### config.mk
export PLATFORM = sky130hd
export DESIGN_NAME = dma_rx_dmux
export DESIGN_NICKNAME = d
export VERILOG_FILES = /design/src/dma_rx_stream_pkg.sv /design/src/dma_rx_csr_pkg.sv /design/src/dma_rx_csr.sv /design/src/dma_rx_chan_admit.sv /design/src/dma_rx_chan_fifo.sv /design/src/dma_rx_dmux.sv
export VERILOG_INCLUDE_DIRS = /design/src /design/src/src
export SDC_FILE = /design/constraint.sdc
export NUM_CORES = 2
export LEC_CHECK = 0
export BUFFER_PORTS_ARGS = -buffer_cell sky130_fd_sc_hd__clkbuf_2
export CAP_MARGIN = 20
export CELL_PAD_IN_SITES_DETAIL_PLACEMENT = 2
export CELL_PAD_IN_SITES_GLOBAL_PLACEMENT = 2
export CORE_ASPECT_RATIO = 0.9
export CORE_MARGIN = 1.5
export CORE_UTILIZATION = 45
export CTS_BUF_LIST = sky130_fd_sc_hd__clkbuf_4 sky130_fd_sc_hd__clkbuf_8 sky130_fd_sc_hd__clkbuf_16
export DETAILED_ROUTE_END_ITERATION = 10
export GPL_TIMING_DRIVEN = 0
export MAX_ROUTING_LAYER = met4
export PLACE_DENSITY = 0.73
export SLEW_MARGIN = 25
export SYNTH_ARGS = -nofsm -noshare
export SYNTH_HDL_FRONTEND = slang
export SYNTH_SLANG_ARGS = --single-unit
### constraint.sdc
create_clock -name clk -period 12.5 [get_ports clk]
set_input_delay 0.625 -clock clk [delete_from_list [all_inputs] [get_ports clk]]
set_output_delay 0.625 -clock clk [all_outputs]
set_load 0.01 [all_outputs]
### src/dma_rx_dmux_config.svh
`ifndef DMA_RX_DMUX_CONFIG_SVH
`define DMA_RX_DMUX_CONFIG_SVH

// --------------------------------------------------
// datapath sizing
// --------------------------------------------------
`define DMA_CH             3
`define TDATA_W            64
`define FIFO_DEPTH         16

// words kept free below full, room drops at depth minus headroom
`define FIFO_HEADROOM      4

// --------------------------------------------------
// register bus and map
// --------------------------------------------------
`define CSR_ADDR_W         8
`define CSR_DATA_W         32
`define CSR_BASE           'h60

// offsets relative to CSR_BASE
`define CSR_DROP_EN_OFS    0
`define CSR_THRESH_OFS     4
`define CSR_THRESH_STRIDE  4

`endif

### src/dma_rx_stream_pkg.sv
`default_nettype none

`include "dma_rx_dmux_config.svh"

package dma_rx_stream_pkg;

   typedef logic [`TDATA_W-1:0]   tdata_t;
   typedef logic [`TDATA_W/8-1:0] tkeep_t;

   // one stream beat as stored in the egress FIFO
   typedef struct packed {
      tdata_t tdata;
      tkeep_t tkeep;
      logic   tlast;
   } beat_t;

   // switch egress ports, only the MSGDMA ones land here
   typedef enum logic [2:0] {
      ETH_0,
      ETH_1,
      MSGDMA_0,
      MSGDMA_1,
      MSGDMA_2
   } port_e;

   typedef logic [`DMA_CH-1:0] chan_mask_t;

   typedef struct packed {
      port_e      egr_port;
      logic       multicast_en;
      chan_mask_t multicast_port;
   } route_t;

   typedef logic [$clog2(`FIFO_DEPTH+1)-1:0] occ_t;
   typedef logic [7:0]                       thresh_t;

   typedef enum logic {
      PASS,
      TRUNC
   } drop_state_e;

endpackage

`default_nettype wire

### src/dma_rx_csr_pkg.sv
`default_nettype none

`include "dma_rx_dmux_config.svh"

package dma_rx_csr_pkg;

   import dma_rx_stream_pkg::*;

   typedef logic [`CSR_ADDR_W-1:0]   csr_addr_t;
   typedef logic [`CSR_DATA_W-1:0]   csr_data_t;
   typedef logic [`CSR_DATA_W/8-1:0] csr_be_t;

   typedef struct packed {
      csr_addr_t address;
      logic      read;
      logic      write;
      csr_data_t writedata;
      csr_be_t   byteenable;
   } avmm_req_t;

   typedef struct packed {
      csr_data_t readdata;
      logic      readdata_valid;
   } avmm_rsp_t;

   // drop policy of one channel
   typedef struct packed {
      logic    drop_en;
      thresh_t threshold;
   } chan_cfg_t;

endpackage

`default_nettype wire

### src/dma_rx_csr.sv
`timescale 1ns/1ps
`default_nettype none

`include "dma_rx_dmux_config.svh"

module dma_rx_csr
   import dma_rx_stream_pkg::*;
   import dma_rx_csr_pkg::*;
(
   input  var logic                     clk,
   input  var logic                     rst,
   input  var avmm_req_t                avmm_req,
   output avmm_rsp_t                    avmm_rsp,
   output chan_cfg_t [`DMA_CH-1:0]      cfg
);

   localparam csr_addr_t EN_OFS = csr_addr_t'(`CSR_DROP_EN_OFS);

   csr_addr_t ofs;
   csr_data_t rd_word;
   csr_data_t rd_data_q;
   logic      rd_valid_q;

   function automatic csr_addr_t thresh_ofs(input int c);
      return csr_addr_t'(`CSR_THRESH_OFS + c * `CSR_THRESH_STRIDE);
   endfunction

   // address relative to the block base, below base wraps out of the map
   assign ofs = avmm_req.address - csr_addr_t'(`CSR_BASE);

   // --------------------------------------------------
   // write side
   // --------------------------------------------------
   // every field sits in byte lane 0
   always_ff @(posedge clk) begin
      if (rst) begin
         for (int c = 0; c < `DMA_CH; c++) begin
            cfg[c].drop_en   <= 1'b0;
            cfg[c].threshold <= '1;
         end
      end else if (avmm_req.write && avmm_req.byteenable[0]) begin
         for (int c = 0; c < `DMA_CH; c++) begin
            if (ofs == EN_OFS)
               cfg[c].drop_en <= avmm_req.writedata[c];
            if (ofs == thresh_ofs(c))
               cfg[c].threshold <= thresh_t'(avmm_req.writedata);
         end
      end
   end

   // --------------------------------------------------
   // read side
   // --------------------------------------------------
   always_comb begin
      rd_word = '0;
      for (int c = 0; c < `DMA_CH; c++) begin
         if (ofs == EN_OFS)
            rd_word[c] = cfg[c].drop_en;
         if (ofs == thresh_ofs(c))
            rd_word = csr_data_t'(cfg[c].threshold);
      end
   end

   // data one cycle after the request, together with the valid pulse
   always_ff @(posedge clk) begin
      if (avmm_req.read)
         rd_data_q <= rd_word;
   end

   always_ff @(posedge clk) begin
      if (rst)
         rd_valid_q <= 1'b0;
      else
         rd_valid_q <= avmm_req.read;
   end

   assign avmm_rsp = '{readdata: rd_data_q, readdata_valid: rd_valid_q};

endmodule

`default_nettype wire

### src/dma_rx_chan_admit.sv
`timescale 1ns/1ps
`default_nettype none

module dma_rx_chan_admit
   import dma_rx_stream_pkg::*;
   import dma_rx_csr_pkg::*;
#(
   parameter int CHAN = 0
) (
   input  var logic      clk,
   input  var logic      rst,
   input  var logic      accept,
   input  var beat_t     in_beat,
   input  var route_t    in_route,
   input  var chan_cfg_t cfg,
   input  var occ_t      occ,
   output logic          wr,
   output beat_t         wr_beat,
   output logic          drop_event
);

   localparam port_e MY_PORT = port_e'(int'(MSGDMA_0) + CHAN);

   logic        match;
   logic        hit;
   logic        over;
   logic        trunc_end;
   drop_state_e state_q;
   drop_state_e state_d;

   // --------------------------------------------------
   // route match
   // --------------------------------------------------
   always_comb begin
      if (in_route.multicast_en)
         match = in_route.multicast_port[CHAN];
      else
         match = (in_route.egr_port == MY_PORT);
   end

   assign hit = accept & match;

   // fifo filling past threshold mid packet
   assign over = cfg.drop_en & ~in_beat.tlast & (thresh_t'(occ) > cfg.threshold);

   // --------------------------------------------------
   // drop fsm
   // --------------------------------------------------
   always_comb begin
      state_d   = state_q;
      wr        = 1'b0;
      wr_beat   = in_beat;
      trunc_end = 1'b0;
      if (hit) begin
         if (state_q == TRUNC) begin
            // rest of the packet is discarded
            if (in_beat.tlast) begin
               state_d   = PASS;
               trunc_end = 1'b1;
            end
         end else if (over) begin
            // close the packet early with this beat
            wr            = 1'b1;
            wr_beat.tlast = 1'b1;
            state_d       = TRUNC;
         end else begin
            wr = 1'b1;
         end
      end
   end

   always_ff @(posedge clk) begin
      if (rst) begin
         state_q    <= PASS;
         drop_event <= 1'b0;
      end else begin
         state_q    <= state_d;
         drop_event <= trunc_end;
      end
   end

endmodule

`default_nettype wire

### src/dma_rx_chan_fifo.sv
`timescale 1ns/1ps
`default_nettype none

`include "dma_rx_dmux_config.svh"

module dma_rx_chan_fifo
   import dma_rx_stream_pkg::*;
(
   input  var logic  clk,
   input  var logic  rst,
   input  var logic  wr,
   input  var beat_t wr_beat,
   output logic      out_valid,
   output beat_t     out_beat,
   input  var logic  out_ready,
   output occ_t      occ,
   output logic      room
);

   localparam int   AW         = $clog2(`FIFO_DEPTH);
   localparam occ_t ROOM_LIMIT = occ_t'(`FIFO_DEPTH - `FIFO_HEADROOM);

   beat_t          mem [`FIFO_DEPTH];
   logic [AW-1:0]  wr_ptr;
   logic [AW-1:0]  rd_ptr;
   logic           rd;

   // show-ahead output straight from the head slot
   assign out_valid = (occ != '0);
   assign out_beat  = mem[rd_ptr];
   assign rd        = out_valid & out_ready;

   always_ff @(posedge clk) begin
      if (wr)
         mem[wr_ptr] <= wr_beat;
   end

   // --------------------------------------------------
   // pointers, occupancy, room
   // --------------------------------------------------
   always_ff @(posedge clk) begin
      if (rst) begin
         wr_ptr <= '0;
         rd_ptr <= '0;
         occ    <= '0;
         room   <= 1'b1;
      end else begin
         if (wr)
            wr_ptr <= wr_ptr + 1'b1;
         if (rd)
            rd_ptr <= rd_ptr + 1'b1;
         case ({wr, rd})
            2'b10:   occ <= occ + 1'b1;
            2'b01:   occ <= occ - 1'b1;
            default: occ <= occ;
         endcase
         // one beat may still land after this drops
         room <= (occ < ROOM_LIMIT);
      end
   end

endmodule

`default_nettype wire

### src/dma_rx_dmux.sv
`timescale 1ns/1ps
`default_nettype none

`include "dma_rx_dmux_config.svh"

module dma_rx_dmux
   import dma_rx_stream_pkg::*;
   import dma_rx_csr_pkg::*;
(
   input  var logic                   clk,
   input  var logic                   rst,

   // ingress from the switch
   input  var logic                   in_valid,
   output logic                       in_ready,
   input  var beat_t                  in_beat,
   input  var route_t                 in_route,

   // msgdma receive channels
   output chan_mask_t                 dma_valid,
   output beat_t [`DMA_CH-1:0]        dma_beat,
   input  var chan_mask_t             dma_ready,

   // register bus
   input  var avmm_req_t              avmm_req,
   output avmm_rsp_t                  avmm_rsp,

   output chan_mask_t                 drop_event
);

   chan_cfg_t [`DMA_CH-1:0] cfg;
   chan_mask_t              room;
   logic                    accept;

   // all channels must have room, a beat may go to several of them
   assign in_ready = &room;
   assign accept   = in_valid & in_ready;

   dma_rx_csr u_csr (
      .clk      (clk),
      .rst      (rst),
      .avmm_req (avmm_req),
      .avmm_rsp (avmm_rsp),
      .cfg      (cfg)
   );

   // --------------------------------------------------
   // per channel slice
   // --------------------------------------------------
   for (genvar c = 0; c < `DMA_CH; c++) begin : gen_chan
      logic  wr;
      beat_t wr_beat;
      occ_t  occ;

      dma_rx_chan_admit #(.CHAN(c)) u_admit (
         .clk        (clk),
         .rst        (rst),
         .accept     (accept),
         .in_beat    (in_beat),
         .in_route   (in_route),
         .cfg        (cfg[c]),
         .occ        (occ),
         .wr         (wr),
         .wr_beat    (wr_beat),
         .drop_event (drop_event[c])
      );

      dma_rx_chan_fifo u_fifo (
         .clk       (clk),
         .rst       (rst),
         .wr        (wr),
         .wr_beat   (wr_beat),
         .out_valid (dma_valid[c]),
         .out_beat  (dma_beat[c]),
         .out_ready (dma_ready[c]),
         .occ       (occ),
         .room      (room[c])
      );
   end

endmodule

`default_nettype wire

==> results.json <==
{
  "run_status": "finished clean",
  "synth_top_family_by_area": "multiplexers",
  "dp_hpwl_um": 326400,
  "critPathMaxFanout": 9,
  "htreeDepth": 5,
  "first_pass_iters": 6,
  "cp.required_ns": 13.12,
  "die_h_um": 524.5,
  "wl_met3_um": 39040,
  "synthAdderAreaFrac_pct": 0.3957,
  "syn_area_per_cell_sq_um": 22.78,
  "netlist_area_sq_um": 136000,
  "antenna_found_initial": 33,
  "finalInstanceArea_sq_um": 159600,
  "synth_cell_types": 62,
  "start_util_pct": 45.23,
  "synth_seq_area_share_pct": 78.85,
  "max_stage_delay_ns": 0.81,
  "async_flop_share_pct": 0,
  "startpoint_type": "register",
  "irDropWorstVdd_uv": 192.9,
  "skew_ns": 0.06222,
  "rsz0062_at_grt": "no",
  "hold_depth": 1,
  "syn-instance-count": 5968,
  "worst_hold_path_type": "input port to register",
  "core_area_sq_um": 300600,
  "syn_to_final_growth_pct": 17.39,
  "nNetsFinal": 7133,
  "synth_compound_area_share_pct": 2.944,
  "slowest_stage": "nor4_2",
  "p_leak_nw": 51.03,
  "r2r_end": "gen_chan[0].u_fifo.mem[0][35]$_DFFE_PP_",
  "postCtsSetupBuffers": 0,
  "grt_pass1_vias": 79190,
  "synth-simple-area-share_pct": 1.600,
  "finalSetupViolCount": 0,
  "die-area_sq_um": 305500,
  "synth_mux_area_share_pct": 14.80,
  "drt_iter0_markers": 10180,
  "routed_wl_um": 525000,
  "cts_tree": "done",
  "r2r-start": "gen_chan[1].u_fifo.room$_SDFF_PP1_",
  "cts_hold_buf": 8,
  "fmax_ghz": 0.1837,
  "fillerInstances": 25400,
  "drv_slew": 0,
  "hold_slack_ns": 0.08661,
  "min_period_over_period_pct": 43.56,
  "worst_r2r_path_depth": 13,
  "cts_resized": 0,
  "cts_made_buffers": 374,
  "grt_pass1_wl_um": 705500,
  "route.top_layer_used": "met4",
  "drive_gt1_share_pct": 31.42,
  "hp-start": "avmm_req[37]",
  "clkLatencyLatePin_ns": 0.98,
  "slew_headroom_pct": 20.65,
  "path_cells": "nand4_1, a211oi_4, inv_2, nor4_2, buf_4, buf_6, buf_2, buf_2, buf_2, buf_2, buf_2, buf_2, buf_2",
  "path_clk_slew_ns": 0.07,
  "fp.dieW_um": 582.4,
  "finalHoldViolations": 0,
  "globalplace.congestion": 0.7821,
  "viasPerCell": 6.624,
  "powerDensity_nw_per_um2": 193.8,
  "total_power_w": 0.03094,
  "rows": 191,
  "tns_ns": 0,
  "place_inst": 10530,
  "final_common_cell": "edfxtp_1",
  "grt_start_max_net_pins": 49,
  "ios": 391,
  "synth_edf_count": 3512,
  "crit_family": "buffers and inverters",
  "path_buf_inv": 10,
  "vias": 74540,
  "crit_top_cell": "buf_2",
  "synth-seq-cells": 3600,
  "drt-met1-wl_um": 184800,
  "crit_path_end_kind": "register",
  "grt_usage_pct": 35.12,
  "drc": 0,
  "clockBufferDepth": 4,
  "crit_type": "register to register",
  "io_buffers": 338,
  "min_period_ns": 5.445,
  "ant_nets": 0,
  "final_cell_mix": "edfxtp_1, mux4_2, a22oi_1, clkbuf_16, clkbuf_2",
  "ys.flop_type": "edfxtp_1",
  "worstPathArrival_ns": 6.06,
  "grt_overflow": 0,
  "max_cap_viol_count": 0,
  "worstMarginPinSlew_ns": 1.190,
  "cts_root_buf": "clkbuf_16",
  "synth_xor_area_share_pct": 0.1481,
  "layoutNonFillerInstCount": 11250,
  "clock-sinks": 3600,
  "hold_end": "u_csr.rd_data_q[6]$_DFFE_PP_",
  "wl_per_cell_um": 46.65,
  "place_area_sq_um": 147300,
  "r2r_slack_ns": 7.05,
  "wl_met2_um": 271800,
  "yosys_warnings": 0
}
==> final cells by class <==
cell class	count	area [sq um]	area share, %
plain buffers	350	1584	0.9923
diodes	34	85.08	0.05330
inverters	45	168.9	0.1058
clock buffers	476	10300	6.455
well taps	3956	4950	3.101
multi-input cells	1996	27410	17.17
repair buffers	591	6125	3.837
flip-flops and latches	3600	107200	67.17
clock inverters	205	1782	1.116
==> metrics by stage <==
| step | util [%] | setup WS (ns) |
|---|---|---|
| floorplan | - | 3.226 |
| global placement | 47.47 | -5.629 |
| detailed placement | 48.98 | 6.901 |
| CTS | 53.03 | 7.333 |
| global route | 53.08 | 7.187 |
| finish | 53.10 | 7.055 |
==> per-layer routing <==
layer  track usage (%)  vias to the layer above
li1                  -                    27470
met1             41.12                    41110
met2             60.01                     4736
met3             5.112                     1219
met4             16.37                        0
met5                 -                        -
==> state kept, by name (all words and copies together), names as in the netlist, named ones only <==
register / cells
gen_chan.u_fifo.mem: 3504
u_csr.cfg: 27
gen_chan.u_fifo.occ: 15
gen_chan.u_fifo.rd_ptr: 12
gen_chan.u_fifo.wr_ptr: 12
u_csr.rd_data_q: 8
gen_chan.u_admit.drop_event: 3
gen_chan.u_admit.state_q: 3
gen_chan.u_fifo.room: 3
u_csr.rd_valid_q: 1
==> worst max path at each step <==
stage	endpoint	cells after the start	start
after floorplan	gen_chan[0].u_fifo.mem[3][0]$_DFFE_PP_	4	in_route[4]
after global placement	gen_chan[0].u_fifo.mem[1][40]$_DFFE_PP_	5	in_route[4]
after detailed placement	gen_chan[0].u_fifo.mem[0][33]$_DFFE_PP_	14	in_route[4]
after CTS	gen_chan[0].u_fifo.mem[0][35]$_DFFE_PP_	13	gen_chan[2].u_fifo.room$_SDFF_PP1_
after global routing	gen_chan[0].u_fifo.mem[0][35]$_DFFE_PP_	13	gen_chan[1].u_fifo.room$_SDFF_PP1_
final	gen_chan[0].u_fifo.mem[0][35]$_DFFE_PP_	13	gen_chan[1].u_fifo.room$_SDFF_PP1_
==> power by group <==
| part | internal, W | total, W | switching (W) | leakage, nW |
|---|---|---|---|---|
| clock network | 0.00640 | 0.0116 | 0.00519 | 6.07 |
| logic | 0.00240 | 0.00590 | 0.00350 | 12.6 |
| registers | 0.0134 | 0.0135 | 0.0000992 | 32.3 |
==> cells by family after synthesis <==
logic type               count (synthesis)
AO/OA/AOI/OAI                          533
XOR/XNOR                                23
adder cells (fa/ha/maj)                 43
buffers and inverters                  395
flip-flops                            3600
multiplexers                           911
other                                    1
AND/OR/NAND/NOR                        462
==> synthesized netlist by cell type (4+ instances only) <==
cell type / instances / area, sq um
edfxtp_1: 3512 / 105500
mux4_2: 879 / 19800
a22oi_1: 443 / 3326
nand2_1: 262 / 983.4
clkbuf_1: 197 / 739.5
buf_2: 89 / 445.4
dfxtp_1: 88 / 1762
nor2_1: 49 / 183.9
ha_1: 43 / 538.0
inv_1: 43 / 161.4
buf_1: 32 / 120.1
buf_4: 31 / 232.7
mux2i_1: 29 / 290.3
and3_1: 28 / 175.2
nor2b_1: 25 / 156.4
o211ai_1: 18 / 135.1
xor2_1: 16 / 140.1
a21oi_1: 14 / 70.07
and2_1: 14 / 87.58
nand3_1: 13 / 65.06
nor3_1: 10 / 50.05
nor4_1: 10 / 62.56
nand4_1: 9 / 56.30
a21o_1: 8 / 60.06
o21ai_0: 8 / 40.04
nand2b_1: 7 / 43.79
xnor2_1: 7 / 61.31
nand4b_1: 6 / 52.55
o21a_1: 6 / 45.04
and4_1: 5 / 43.79
a2111o_1: 4 / 45.04
nand3b_1: 4 / 30.03
nand4bb_1: 4 / 45.04
o221ai_1: 4 / 35.03
or4_1: 4 / 30.03
==> worst reg2reg max path: cells and delay by family, from the launching register on <==
family | cells | cell delay (ns)
and+or+nand+nor | 2 | 1.25
buffers and inverters | 10 | 2.82
AOI/OAI and AO/OA | 1 | 0.60
DFF | 1 | 0.42
Note: power is estimated with default switching activity, not from simulation.
